### src/tag_dir_pkg.sv
package tag_dir_pkg;

    localparam int NUM_LINES = 4;
    localparam int TAG_W     = $clog2(NUM_LINES);
    localparam int INDEX_W   = 8;
    localparam int NUM_PORTS = 3;

    typedef enum logic [2:0] {
        OP_LOOKUP = 3'd0,
        OP_ALLOC  = 3'd1,
        OP_FILL   = 3'd2,
        OP_WRITE  = 3'd3,
        OP_INVAL  = 3'd4
    } dir_op_e;

    typedef enum logic [1:0] {
        ST_INVALID = 2'd0,
        ST_FILLING = 2'd1,
        ST_VALID   = 2'd2,
        ST_DIRTY   = 2'd3
    } line_state_e;

    // pads the request out to 16 bits
    typedef struct packed {
        logic [1:0]         rsvd;
        logic               valid;
        dir_op_e            op;
        logic [INDEX_W-1:0] index;
        logic [TAG_W-1:0]   tag;
    } dir_req_t;

    typedef struct packed {
        logic               valid;
        logic               accepted;
        logic               ok;
        logic               hit;
        logic [TAG_W-1:0]   tag;
        line_state_e        state;
        logic [INDEX_W-1:0] index;
    } dir_rsp_t;

endpackage

### src/lru_order.sv
`timescale 1ns/1ps

module lru_order (
    input  logic                          clk,
    input  logic                          rst_n,
    input  logic                          touch,
    input  logic [tag_dir_pkg::TAG_W-1:0] touch_tag,
    output logic [tag_dir_pkg::TAG_W-1:0] victim_tag
);
    import tag_dir_pkg::*;

    logic [TAG_W-1:0] prev_q [NUM_LINES];
    logic [TAG_W-1:0] next_q [NUM_LINES];
    logic [TAG_W-1:0] head_q;
    logic [TAG_W-1:0] tail_q;
    logic             at_head;
    logic             at_tail;

    assign at_head    = touch_tag == head_q;
    assign at_tail    = touch_tag == tail_q;
    assign victim_tag = tail_q;

    always_ff @(posedge clk or negedge rst_n) begin
        if (!rst_n) begin
            // line 0 most recent, last line least recent
            for (int i = 0; i < NUM_LINES; i++) begin
                prev_q[i] <= TAG_W'(i - 1);
                next_q[i] <= TAG_W'(i + 1);
            end
            head_q <= '0;
            tail_q <= TAG_W'(NUM_LINES - 1);
        end else if (touch && !at_head) begin
            next_q[touch_tag] <= head_q;
            prev_q[head_q]    <= touch_tag;
            head_q            <= touch_tag;
            if (at_tail) begin
                tail_q <= prev_q[touch_tag];
            end else begin
                // unlink from the middle
                next_q[prev_q[touch_tag]] <= next_q[touch_tag];
                prev_q[next_q[touch_tag]] <= prev_q[touch_tag];
            end
        end
    end

endmodule

### src/line_store.sv
`timescale 1ns/1ps

module line_store (
    input  logic                            clk,
    input  logic                            rst_n,
    input  logic [tag_dir_pkg::INDEX_W-1:0] search_index,
    input  logic [tag_dir_pkg::TAG_W-1:0]   sel_tag,
    input  logic                            wr_en,
    input  tag_dir_pkg::line_state_e        wr_state,
    input  logic [tag_dir_pkg::INDEX_W-1:0] wr_index,
    output logic                            match_hit,
    output logic [tag_dir_pkg::TAG_W-1:0]   match_tag,
    output tag_dir_pkg::line_state_e        line_state,
    output logic [tag_dir_pkg::INDEX_W-1:0] line_index
);
    import tag_dir_pkg::*;

    line_state_e        state_q [NUM_LINES];
    logic [INDEX_W-1:0] index_q [NUM_LINES];

    always_ff @(posedge clk or negedge rst_n) begin
        if (!rst_n) begin
            for (int i = 0; i < NUM_LINES; i++) begin
                state_q[i] <= ST_INVALID;
                index_q[i] <= '0;
            end
        end else if (wr_en) begin
            state_q[sel_tag] <= wr_state;
            index_q[sel_tag] <= wr_index;
        end
    end

    // at most one live line holds an index, lowest tag wins anyway
    always_comb begin
        match_hit = 1'b0;
        match_tag = '0;
        for (int i = NUM_LINES - 1; i >= 0; i--) begin
            if (state_q[i] != ST_INVALID && index_q[i] == search_index) begin
                match_hit = 1'b1;
                match_tag = TAG_W'(i);
            end
        end
    end

    assign line_state = state_q[sel_tag];
    assign line_index = index_q[sel_tag];

endmodule

### src/dir_engine.sv
`timescale 1ns/1ps

module dir_engine (
    input  logic                                clk,
    input  logic                                rst_n,
    input  tag_dir_pkg::dir_req_t               grant_req,
    input  logic                                match_hit,
    input  logic [tag_dir_pkg::TAG_W-1:0]       match_tag,
    input  tag_dir_pkg::line_state_e            line_state,
    input  logic [tag_dir_pkg::INDEX_W-1:0]     line_index,
    output logic [tag_dir_pkg::TAG_W-1:0]       sel_tag,
    output logic                                wr_en,
    output tag_dir_pkg::line_state_e            wr_state,
    output logic [tag_dir_pkg::INDEX_W-1:0]     wr_index,
    input  logic [tag_dir_pkg::TAG_W-1:0]       victim_tag,
    output logic                                touch,
    output logic [tag_dir_pkg::TAG_W-1:0]       touch_tag,
    output tag_dir_pkg::dir_rsp_t               result
);
    import tag_dir_pkg::*;

    dir_rsp_t rsp_d;

    // target line of the granted op
    always_comb begin
        case (grant_req.op)
            OP_ALLOC:          sel_tag = match_hit ? match_tag : victim_tag;
            OP_FILL, OP_WRITE: sel_tag = grant_req.tag;
            default:           sel_tag = match_tag;
        endcase
    end

    assign touch_tag = sel_tag;

    always_comb begin
        rsp_d          = '0;
        rsp_d.valid    = 1'b1;
        rsp_d.accepted = 1'b1;
        wr_en          = 1'b0;
        wr_state       = line_state;
        wr_index       = line_index;
        touch          = 1'b0;
        case (grant_req.op)
            OP_LOOKUP, OP_ALLOC: begin
                if (match_hit) begin
                    rsp_d.ok    = 1'b1;
                    rsp_d.hit   = 1'b1;
                    rsp_d.tag   = sel_tag;
                    rsp_d.state = line_state;
                    rsp_d.index = line_index;
                    touch       = 1'b1;
                end else if (grant_req.op == OP_LOOKUP) begin
                    rsp_d.ok = 1'b1;
                end else begin
                    // miss, the victim reports its old contents for writeback
                    rsp_d.tag   = sel_tag;
                    rsp_d.state = line_state;
                    rsp_d.index = line_index;
                    if (line_state != ST_FILLING) begin
                        rsp_d.ok = 1'b1;
                        wr_en    = 1'b1;
                        wr_state = ST_FILLING;
                        wr_index = grant_req.index;
                        touch    = 1'b1;
                    end
                end
            end
            OP_FILL: begin
                rsp_d.tag   = sel_tag;
                rsp_d.state = line_state;
                rsp_d.index = line_index;
                if (line_state == ST_FILLING) begin
                    rsp_d.ok = 1'b1;
                    wr_en    = 1'b1;
                    wr_state = ST_VALID;
                end
            end
            OP_WRITE: begin
                rsp_d.tag   = sel_tag;
                rsp_d.state = line_state;
                rsp_d.index = line_index;
                if (line_state == ST_VALID || line_state == ST_DIRTY) begin
                    rsp_d.ok = 1'b1;
                    wr_en    = 1'b1;
                    wr_state = ST_DIRTY;
                    touch    = 1'b1;
                end
            end
            OP_INVAL: begin
                if (match_hit) begin
                    rsp_d.hit   = 1'b1;
                    rsp_d.tag   = sel_tag;
                    rsp_d.state = line_state;
                    rsp_d.index = line_index;
                    if (line_state != ST_FILLING) begin
                        rsp_d.ok = 1'b1;
                        wr_en    = 1'b1;
                        wr_state = ST_INVALID;
                        wr_index = '0;
                    end
                end else begin
                    rsp_d.ok = 1'b1;
                end
            end
            default: begin
                rsp_d.ok = 1'b0;
            end
        endcase
        // idle cycle, nothing may change
        if (!grant_req.valid) begin
            rsp_d = '0;
            wr_en = 1'b0;
            touch = 1'b0;
        end
    end

    always_ff @(posedge clk or negedge rst_n) begin
        if (!rst_n) begin
            result <= '0;
        end else begin
            result <= rsp_d;
        end
    end

endmodule

### src/port_arbiter.sv
`timescale 1ns/1ps

module port_arbiter (
    input  logic                  clk,
    input  logic                  rst_n,
    input  tag_dir_pkg::dir_req_t req_0,
    input  tag_dir_pkg::dir_req_t req_1,
    input  tag_dir_pkg::dir_req_t req_2,
    input  tag_dir_pkg::dir_rsp_t result,
    output tag_dir_pkg::dir_req_t grant_req,
    output tag_dir_pkg::dir_rsp_t rsp_0,
    output tag_dir_pkg::dir_rsp_t rsp_1,
    output tag_dir_pkg::dir_rsp_t rsp_2
);
    import tag_dir_pkg::*;

    localparam int PORT_W = $clog2(NUM_PORTS);

    logic [NUM_PORTS-1:0] strobe;
    logic [NUM_PORTS-1:0] lose;
    logic [PORT_W-1:0]    win_port;
    logic [NUM_PORTS-1:0] lose_q;
    logic [PORT_W-1:0]    win_port_q;
    logic                 win_valid_q;
    dir_rsp_t             reject;

    assign strobe = {req_2.valid, req_1.valid, req_0.valid};

    // snoop first, then core 0, then core 1
    always_comb begin
        win_port  = '0;
        grant_req = '0;
        if (req_2.valid) begin
            win_port  = PORT_W'(2);
            grant_req = req_2;
        end else if (req_0.valid) begin
            win_port  = PORT_W'(0);
            grant_req = req_0;
        end else if (req_1.valid) begin
            win_port  = PORT_W'(1);
            grant_req = req_1;
        end
        lose = strobe;
        if (|strobe) begin
            lose[win_port] = 1'b0;
        end
    end

    always_ff @(posedge clk or negedge rst_n) begin
        if (!rst_n) begin
            win_valid_q <= 1'b0;
            win_port_q  <= '0;
            lose_q      <= '0;
        end else begin
            win_valid_q <= |strobe;
            win_port_q  <= win_port;
            lose_q      <= lose;
        end
    end

    always_comb begin
        reject       = '0;
        reject.valid = 1'b1;
    end

    // losers get a bare reject, the winner gets the engine result
    always_comb begin
        rsp_0 = lose_q[0] ? reject : '0;
        rsp_1 = lose_q[1] ? reject : '0;
        rsp_2 = lose_q[2] ? reject : '0;
        if (win_valid_q) begin
            case (win_port_q)
                PORT_W'(0): rsp_0 = result;
                PORT_W'(1): rsp_1 = result;
                default:    rsp_2 = result;
            endcase
        end
    end

endmodule

### src/tag_dir_top.sv
`timescale 1ns/1ps

module tag_dir_top (
    input  logic                  clk,
    input  logic                  rst_n,
    input  tag_dir_pkg::dir_req_t req_0,
    input  tag_dir_pkg::dir_req_t req_1,
    input  tag_dir_pkg::dir_req_t req_2,
    output tag_dir_pkg::dir_rsp_t rsp_0,
    output tag_dir_pkg::dir_rsp_t rsp_1,
    output tag_dir_pkg::dir_rsp_t rsp_2
);
    import tag_dir_pkg::*;

    dir_req_t           grant_req;
    dir_rsp_t           result;
    logic               match_hit;
    logic [TAG_W-1:0]   match_tag;
    line_state_e        line_state;
    logic [INDEX_W-1:0] line_index;
    logic [TAG_W-1:0]   sel_tag;
    logic               wr_en;
    line_state_e        wr_state;
    logic [INDEX_W-1:0] wr_index;
    logic [TAG_W-1:0]   victim_tag;
    logic               touch;
    logic [TAG_W-1:0]   touch_tag;

    port_arbiter u_arb (
        .clk       (clk),
        .rst_n     (rst_n),
        .req_0     (req_0),
        .req_1     (req_1),
        .req_2     (req_2),
        .result    (result),
        .grant_req (grant_req),
        .rsp_0     (rsp_0),
        .rsp_1     (rsp_1),
        .rsp_2     (rsp_2)
    );

    dir_engine u_engine (
        .clk        (clk),
        .rst_n      (rst_n),
        .grant_req  (grant_req),
        .match_hit  (match_hit),
        .match_tag  (match_tag),
        .line_state (line_state),
        .line_index (line_index),
        .sel_tag    (sel_tag),
        .wr_en      (wr_en),
        .wr_state   (wr_state),
        .wr_index   (wr_index),
        .victim_tag (victim_tag),
        .touch      (touch),
        .touch_tag  (touch_tag),
        .result     (result)
    );

    line_store u_store (
        .clk          (clk),
        .rst_n        (rst_n),
        .search_index (grant_req.index),
        .sel_tag      (sel_tag),
        .wr_en        (wr_en),
        .wr_state     (wr_state),
        .wr_index     (wr_index),
        .match_hit    (match_hit),
        .match_tag    (match_tag),
        .line_state   (line_state),
        .line_index   (line_index)
    );

    lru_order u_lru (
        .clk        (clk),
        .rst_n      (rst_n),
        .touch      (touch),
        .touch_tag  (touch_tag),
        .victim_tag (victim_tag)
    );

endmodule

### config.mk
export PLATFORM = sky130hd
export DESIGN_NAME = tag_dir_top
export DESIGN_NICKNAME = d
export VERILOG_FILES = /design/src/tag_dir_pkg.sv /design/src/lru_order.sv /design/src/line_store.sv /design/src/dir_engine.sv /design/src/port_arbiter.sv /design/src/tag_dir_top.sv
export SDC_FILE = /design/constraint.sdc
export NUM_CORES = 1
export LEC_CHECK = 0
export ABC_AREA = 1
export BUFFER_PORTS_ARGS = -buffer_cell sky130_fd_sc_hd__buf_2
export CAP_MARGIN = 40
export CORE_UTILIZATION = 55
export CTS_BUF_LIST = sky130_fd_sc_hd__clkbuf_8 sky130_fd_sc_hd__clkbuf_16
export DETAILED_ROUTE_END_ITERATION = 6
export MAX_ROUTING_LAYER = met4
export PLACE_DENSITY = 0.78
export SLEW_MARGIN = 0
export SYNTH_ARGS = -nofsm -noshare
export SYNTH_HDL_FRONTEND = slang
export SYNTH_SLANG_ARGS = --single-unit
### constraint.sdc
create_clock -name clk -period 3.1 [get_ports clk]
set_clock_uncertainty 0.05 [all_clocks]
set_input_delay 0.31 -clock clk [delete_from_list [all_inputs] [get_ports clk]]
set_output_delay 0.31 -clock clk [all_outputs]
set_load 0.03 [all_outputs]
After elaboration in Yosys (flattened, before gate mapping). Index checks and enable logic that the tools add are counted.

Bits of input ports: 50. Logic and storage cells: 176. Register bits: 82. Output and inout bits: 48.

Equal/unequal tests: 15. Mux-type cells: 94. Reduce and logical (&&, ||, !) cells: 23. Bitwise gates (word level): 6. $lt $le $gt $ge: 10.

Operator list (number): $mux 16 (10); $mux 8 (10); $mux 2 (24); $mux 14 (3); $bwmux 8 (5); $pmux 12 s3 (1); $bwmux 32 (1); $eq 8x8->1 (4); $mux 12 (2); $mux 1 (19); $bmux 8 s2 (1); $demux 2 s2 (4); $demux 8 s2 (1); $pmux 8 s2 (1); $mux 13 (1); $bmux 2 s2 (3); $ge 3x3->1 const B (4); $lt 3x1->1 const B (4); $not 2->3 (4); $logic_and 1x1->1 (10); $pmux 1 s4 (2); $pmux 2 s4 (1); $reduce_bool 2->1 (4); $eq 3x2->1 const B (2); other kinds (21) (27).

Longest topological paths before layout.
Depth after elaboration: 23. Depth in mapped cells: 29. Depth with buffers taken out: 28.

Hierarchy. Synthesis repeated with hierarchy kept, for this count alone.

Cells, all modules: 949. Area, all modules: 5999.5 µm².

Modules (own cells, without submodules): line_store (cells an instance 342, instances 1, area each 2364.8 µm², seq. area each 1001.0 µm²); lru_order (cells an instance 258, instances 1, area each 1722.9 µm², seq. area each 513.0 µm²); port_arbiter (cells an instance 207, instances 1, area each 974.7 µm², seq. area each 150.1 µm²); dir_engine (cells an instance 142, instances 1, area each 937.1 µm², seq. area each 375.4 µm²).

Worst setup path after synthesis. Ideal clock, no wire load.

Kind: in2reg. Start: input port req_2[13] in the netlist's numbering. End: register u_store.state_q[6] in the netlist's numbering. Stages on the path: 24. Data arrival time: 2731 ps. Path buffers: 4. Slack: 202 ps. Setup time: 117 ps. Data required time: 2933 ps. Cell sequence: buf_6 -> buf_6 -> nor2_1 -> a22oi_1 -> and2_1 -> inv_2 -> nor2_4 -> nand2_2 -> nor2_1 -> nand2_1 -> nand2_1 -> nand2_1 -> buf_6 -> nand3_2 -> nand2_2 -> nor2_8 -> nand2_4 -> nand2_2 -> nand2_2 -> nor2_8 -> nor2_2 -> buf_4 -> nand2_1 -> nand2_1.

Cells in the longest elaborated chain, start to end: 19. Elaborated cells on any way between the ends: 57. Those cells by class: order compare: 2; eq/ne: 12; mux: 33; bitwise: 1; reduce/logical: 9.

RTL lines: start, declared (RTL line tag_dir_top.sv:8) `input tag_dir_pkg::dir_req_t req_2,`; $mux 14 * (RTL line port_arbiter.sv:33) `if (req_2.valid) begin`; $eq 8x8->1 (RTL line line_store.sv:38) `if (state_q[i] != ST_INVALID && index_q[i] == search_index) begin`; $logic_and 1x1->1 (RTL line line_store.sv:38); $mux 2 or $mux 1 (tied branches) (4 in a row) (RTL line line_store.sv:38); $mux 2 (RTL line dir_engine.sv:27) `OP_ALLOC: sel_tag = match_hit ? match_tag : victim_tag;`; $pmux 2 s2 (RTL line dir_engine.sv:26) `case (grant_req.op)`; $not 2->3 (not written as such) (RTL line line_store.sv:28, line_store.sv:45); $bmux 2 s2 (RTL line line_store.sv:45) `assign line_state = state_q[sel_tag];`; $mux 2 (not written as such) (2 in a row) (RTL line line_store.sv:45); $ne 2x1->1 (RTL line dir_engine.sv:59, dir_engine.sv:95); $mux 2 or $mux 1 (tied branches) (RTL line dir_engine.sv:59, dir_engine.sv:95); $mux 2 or $mux 1 (tied branches) (RTL line dir_engine.sv:52) `end else if (grant_req.op == OP_LOOKUP) begin`; $mux 2 or $mux 1 (tied branches) (RTL line dir_engine.sv:45) `if (match_hit) begin`; $pmux 2 s4 or $pmux 1 s4 (tied branches) (RTL line dir_engine.sv:43) `case (grant_req.op)`; $bwmux 8 or $mux 1 (tied branches) (RTL line line_store.sv:28, dir_engine.sv:110); end signal, assigned by index (RTL line line_store.sv:28) `state_q[sel_tag] <= wr_state;`; end, declared (RTL line line_store.sv:18) `line_state_e state_q [NUM_LINES];`.

Every way passes the cells marked *; elsewhere a longest branch is shown, timed or not. The select of a mux whose other input is x is not followed. A chain may end at the register's enable or synchronous reset.

Worst setup path after layout.
Start: input port req_1[13] in the netlist's numbering. End: register u_lru.head_q[0].

Cells in the longest elaborated chain, start to end: 22. Elaborated cells on any way between the ends: 44. Those cells by class: eq/ne: 11; mux: 22; bitwise: 1; reduce/logical: 10.

RTL lines: start, declared (RTL line tag_dir_top.sv:7) `input tag_dir_pkg::dir_req_t req_1,`; $mux 14 * (RTL line port_arbiter.sv:39) `end else if (req_1.valid) begin`; $mux 14 * (RTL line port_arbiter.sv:36) `end else if (req_0.valid) begin`; $mux 14 * (RTL line port_arbiter.sv:33); $eq 8x8->1 (RTL line line_store.sv:38); $logic_and 1x1->1 (RTL line line_store.sv:38); $mux 2 or $mux 1 (tied branches) (4 in a row) (RTL line line_store.sv:38); $mux 2 (RTL line dir_engine.sv:27); $pmux 2 s2 (RTL line dir_engine.sv:26); [2 not listed]; $mux 2 (not written as such) (2 in a row) (RTL line line_store.sv:45); $ne 2x1->1 (RTL line dir_engine.sv:59) `if (line_state != ST_FILLING) begin`; $mux 1 (RTL line dir_engine.sv:59); $mux 1 (RTL line dir_engine.sv:52); $mux 1 (RTL line dir_engine.sv:45); $pmux 1 s2 (RTL line dir_engine.sv:43); $mux 1 (RTL line dir_engine.sv:110) `if (!grant_req.valid) begin`; $logic_and 1x1->1 (RTL line lru_order.sv:32) `end else if (touch && !at_head) begin`; end signal, assigned (RTL line lru_order.sv:35) `head_q <= touch_tag;`; end, declared (RTL line lru_order.sv:14) `logic [TAG_W-1:0] head_q;`.

Marks and branches as above.

==> reports/metrics.cfg <==
[yosys]
yosys_warnings = 0
synth_top_area_share_pct = 29.9
syn_area_um2 = 5950
ys.flop_type = dfrtp_1
yosysTopAreaCell = dfrtp_1
yosysSeqAreaShare_pct = 34.3
ys_ff_latch = 81
synth_area_leaders = dfrtp_1 30%, nand2_1 21%, nor2_1 8.2%
syn_nets = 983
synth_common_cells = 340 x nand2_1, 130 x nor2_1, 86 x inv_1, 75 x nand3_1, 71 x dfrtp_1
synth_edf_count = 0
yosysMostFrequentCell = nand2_1
synthCells = 933
async_reset_ff_share_pct = 100
synth.distinct_cells = 45
syn_avg_cell_area_um2 = 6.37

[outcome]
status = complete, but fails checks
violations = design-rule violations

[clock_tree]
clkLatencyLatePin_ps = 370
clk_pin_slew_ps = 90
root_buffer = clkbuf_8
htreeDepth = 3
cts_tree = built
numCtsBuffers = 9
clock_sinks = 81
clk_path_buf_depth = 2

[global_routing]
antenna_found_initial = 0
track_usage_pct = 34.7
grt_max_degree = 50
grt.overflow.total = 0
grt_pass1_wl_um = 29600
grt_pass1_vias = 6156

[setup_path]
crit_family = simple AND/OR/NAND/NOR gates
startpoint_type = input port
r2r.worst_path.cells = 22
required_ps = 3330
end_kind = flip-flop
path_max_fanout = 8
ff2ff_setup_slack_ps = 120
slowest_delay_ps = 220
criticalPathCategory = input port to flip-flop
critPathSlowestCell = clkbuf_16
timing.critical_path.mode_cell = nand2_2
timing.critical_path.buf_inv = 6
cp_num_cells = 26
worst-endpoint-arrival_ps = 3230

[run]
cap_violations = 0

[floorplanning]
start_util_pct = 57.1
die_x_um = 106
die_y_um = 106
pin_count = 98
core-area_um2 = 10400
dieArea_um2 = 11200
rows = 37

[cells_and_area]
n_antenna_cell = 0
synthToLayoutAreaGrowth_pct = 33.2
final_cell_area_um2 = 7920
drive_gt1_share_pct = 31.1
post-route-util_pct = 76.0
fill_cells = 843
seqCellArea_um2 = 2040
multi_input_area_um2 = 3660
fin_nets = 1168

[power_and_ir_drop]
switchingPower_uw = 2830
p_sw_share_pct = 47.1
peakVddDrop_mv = 0.546
pwr-share-clk_pct = 12.8
p_leak_uw = 0.00426
p_per_area_nw_per_um2 = 759
internal_power_uw = 3180
comb_power_share_pct = 56.4
seqPwrFrac_pct = 30.8

[sta]
worst_slew_pin_slew_ps = 887
finalHoldViolations = 0
min_period_ps = 2990
slew_headroom_pct = 40.4
slew_viol_final = 0
max_clock_freq_ghz = 0.334
finalCritPeriodShare_pct = 96.5
setup_viol = 0

[drt]
avgViaCountPerCell = 5.39
drtIter0Drc = 602
wl_per_cell_um = 15.4
dr.pass1.iters = 7
via_count = 6787
drcViolationCount = 1
ant_nets = 0
wl_um = 19400

[placed_design]
placed_cell_area_um2 = 7110
io_buffers = 91
gp_congestion = 0.969
dp_hpwl_um = 13900

[hold_path]
holdPathStages = 4
hold_path_class = input port to flip-flop

[layer usage]
metal | share of wire (%) | track usage (%) | wire length (µm)
met4 | 2.4 | 8.93 | 467
met3 | 11 | 7.91 | 2050
met2 | 47 | 56.6 | 9110
met1 | 40 | 43.8 | 7780
met5 | 0 | - | 0
[power by group through the flow]
| stage | clock, µW | sequential [µW] | combinational, µW |
|---|---|---|---|
| 4_1_cts | 778 | 1820 | 3010 |
| 5_1_grt | 815 | 1890 | 3730 |
| 3_3_place_gp | 0 | 1830 | 2940 |
| 2_1_floorplan | 0 | 1710 | 2060 |
| 3_5_place_dp | 0 | 1830 | 2990 |
| 6_report | 772 | 1850 | 3390 |
[metrics by stage]
stage	std cells	total power, µW	worst slack (ps)	hold WS, ps	setup TNS [ps]
floorplan	933	3770	202	-35.6	0
global placement	1221	4770	-310	415	-15070
detailed placement	1222	4820	-396	239	-19290
CTS	1239	5610	12.1	259	0
global route	1259	6430	-111	320	-1830
finish	1259	6010	109	286	0
[flip-flops by register name, indices dropped and copies added (netlist names)]
| register | count |
|---|---|
| u_store.index_q | 32 |
| u_engine.result | 15 |
| u_lru.next_q | 8 |
| u_lru.prev_q | 8 |
| u_store.state_q | 8 |
| u_arb.lose_q | 3 |
| u_arb.win_port_q | 2 |
| u_lru.head_q | 2 |
| u_lru.victim_tag | 2 |
| u_arb.win_valid_q | 1 |
[repair_timing]
item	in CTS	in global routing
setup buffers	0	17
pin swaps	0	36
gates cloned	0	3
hold buffers	1	0
resized for setup	2	106
endpoints found under the setup margin	4	64
endpoints found under the hold margin	32	0
[cells in the final DEF (no fill, tap or decap), drive strengths merged, types with 10 or more instances in the layout]
cell type and count:
or2 12, inv 106, a21oi 24, nand2 367
clkbuf 10, o21ai 39, nand4 13, dfstp 10
dfrtp 71, nor2 148, buf 197, nand3 77
[worst reg2reg max path, cell delays in order (launching register included)]
cell and delay [ps]:
dfrtp_1 430, inv_1 70, nand3_1 130, nand2_2 120, inv_2 30, nand2_1 40, nor2_1 40, nand3_1 100
nand2_2 80, nor2_2 100, nand2_1 70, buf_4 150, a21oi_4 210, nand4_1 130, nand2_2 140, nor2_8 50
nand2_4 90, buf_4 120, nand3_2 80, nand3_4 100, nand2_2 140, clkbuf_16 220, o21ai_0 180
[cell families after synthesis]
family	count (synthesis)	share of synthesized area [%]
xor gates and xnor gates	7	1.03
other	1	0.0631
AOI/OAI and AO/OA	82	7.95
DFF	81	34.3
and+or+nand+nor	630	46.8
muxes	1	0.189
buffers and inverters	131	9.66
[final cells by class]
cell class | instances | area share (%)
clock buffer | 9 | 1.56
timing repair buffer | 199 | 18.2
sequential | 81 | 25.8
multi-input combinational | 723 | 46.3
clock inverter | 7 | 0.838
tap | 136 | 2.15
inverter | 104 | 5.21
[worst paths after layout]
kind,end,from
min,u_arb.lose_q[1],req_1[13]
max reg2reg,u_lru.head_q[0],u_store.index_q[25]
min reg2reg,u_lru.next_q[6],u_lru.next_q[6]
max,u_lru.head_q[0],req_1[13]
max in group asynchronous,u_lru.prev_q[2],rst_n
min in group asynchronous,u_store.index_q[16],rst_n
No activity file was read; power rests on OpenSTA's default activity.
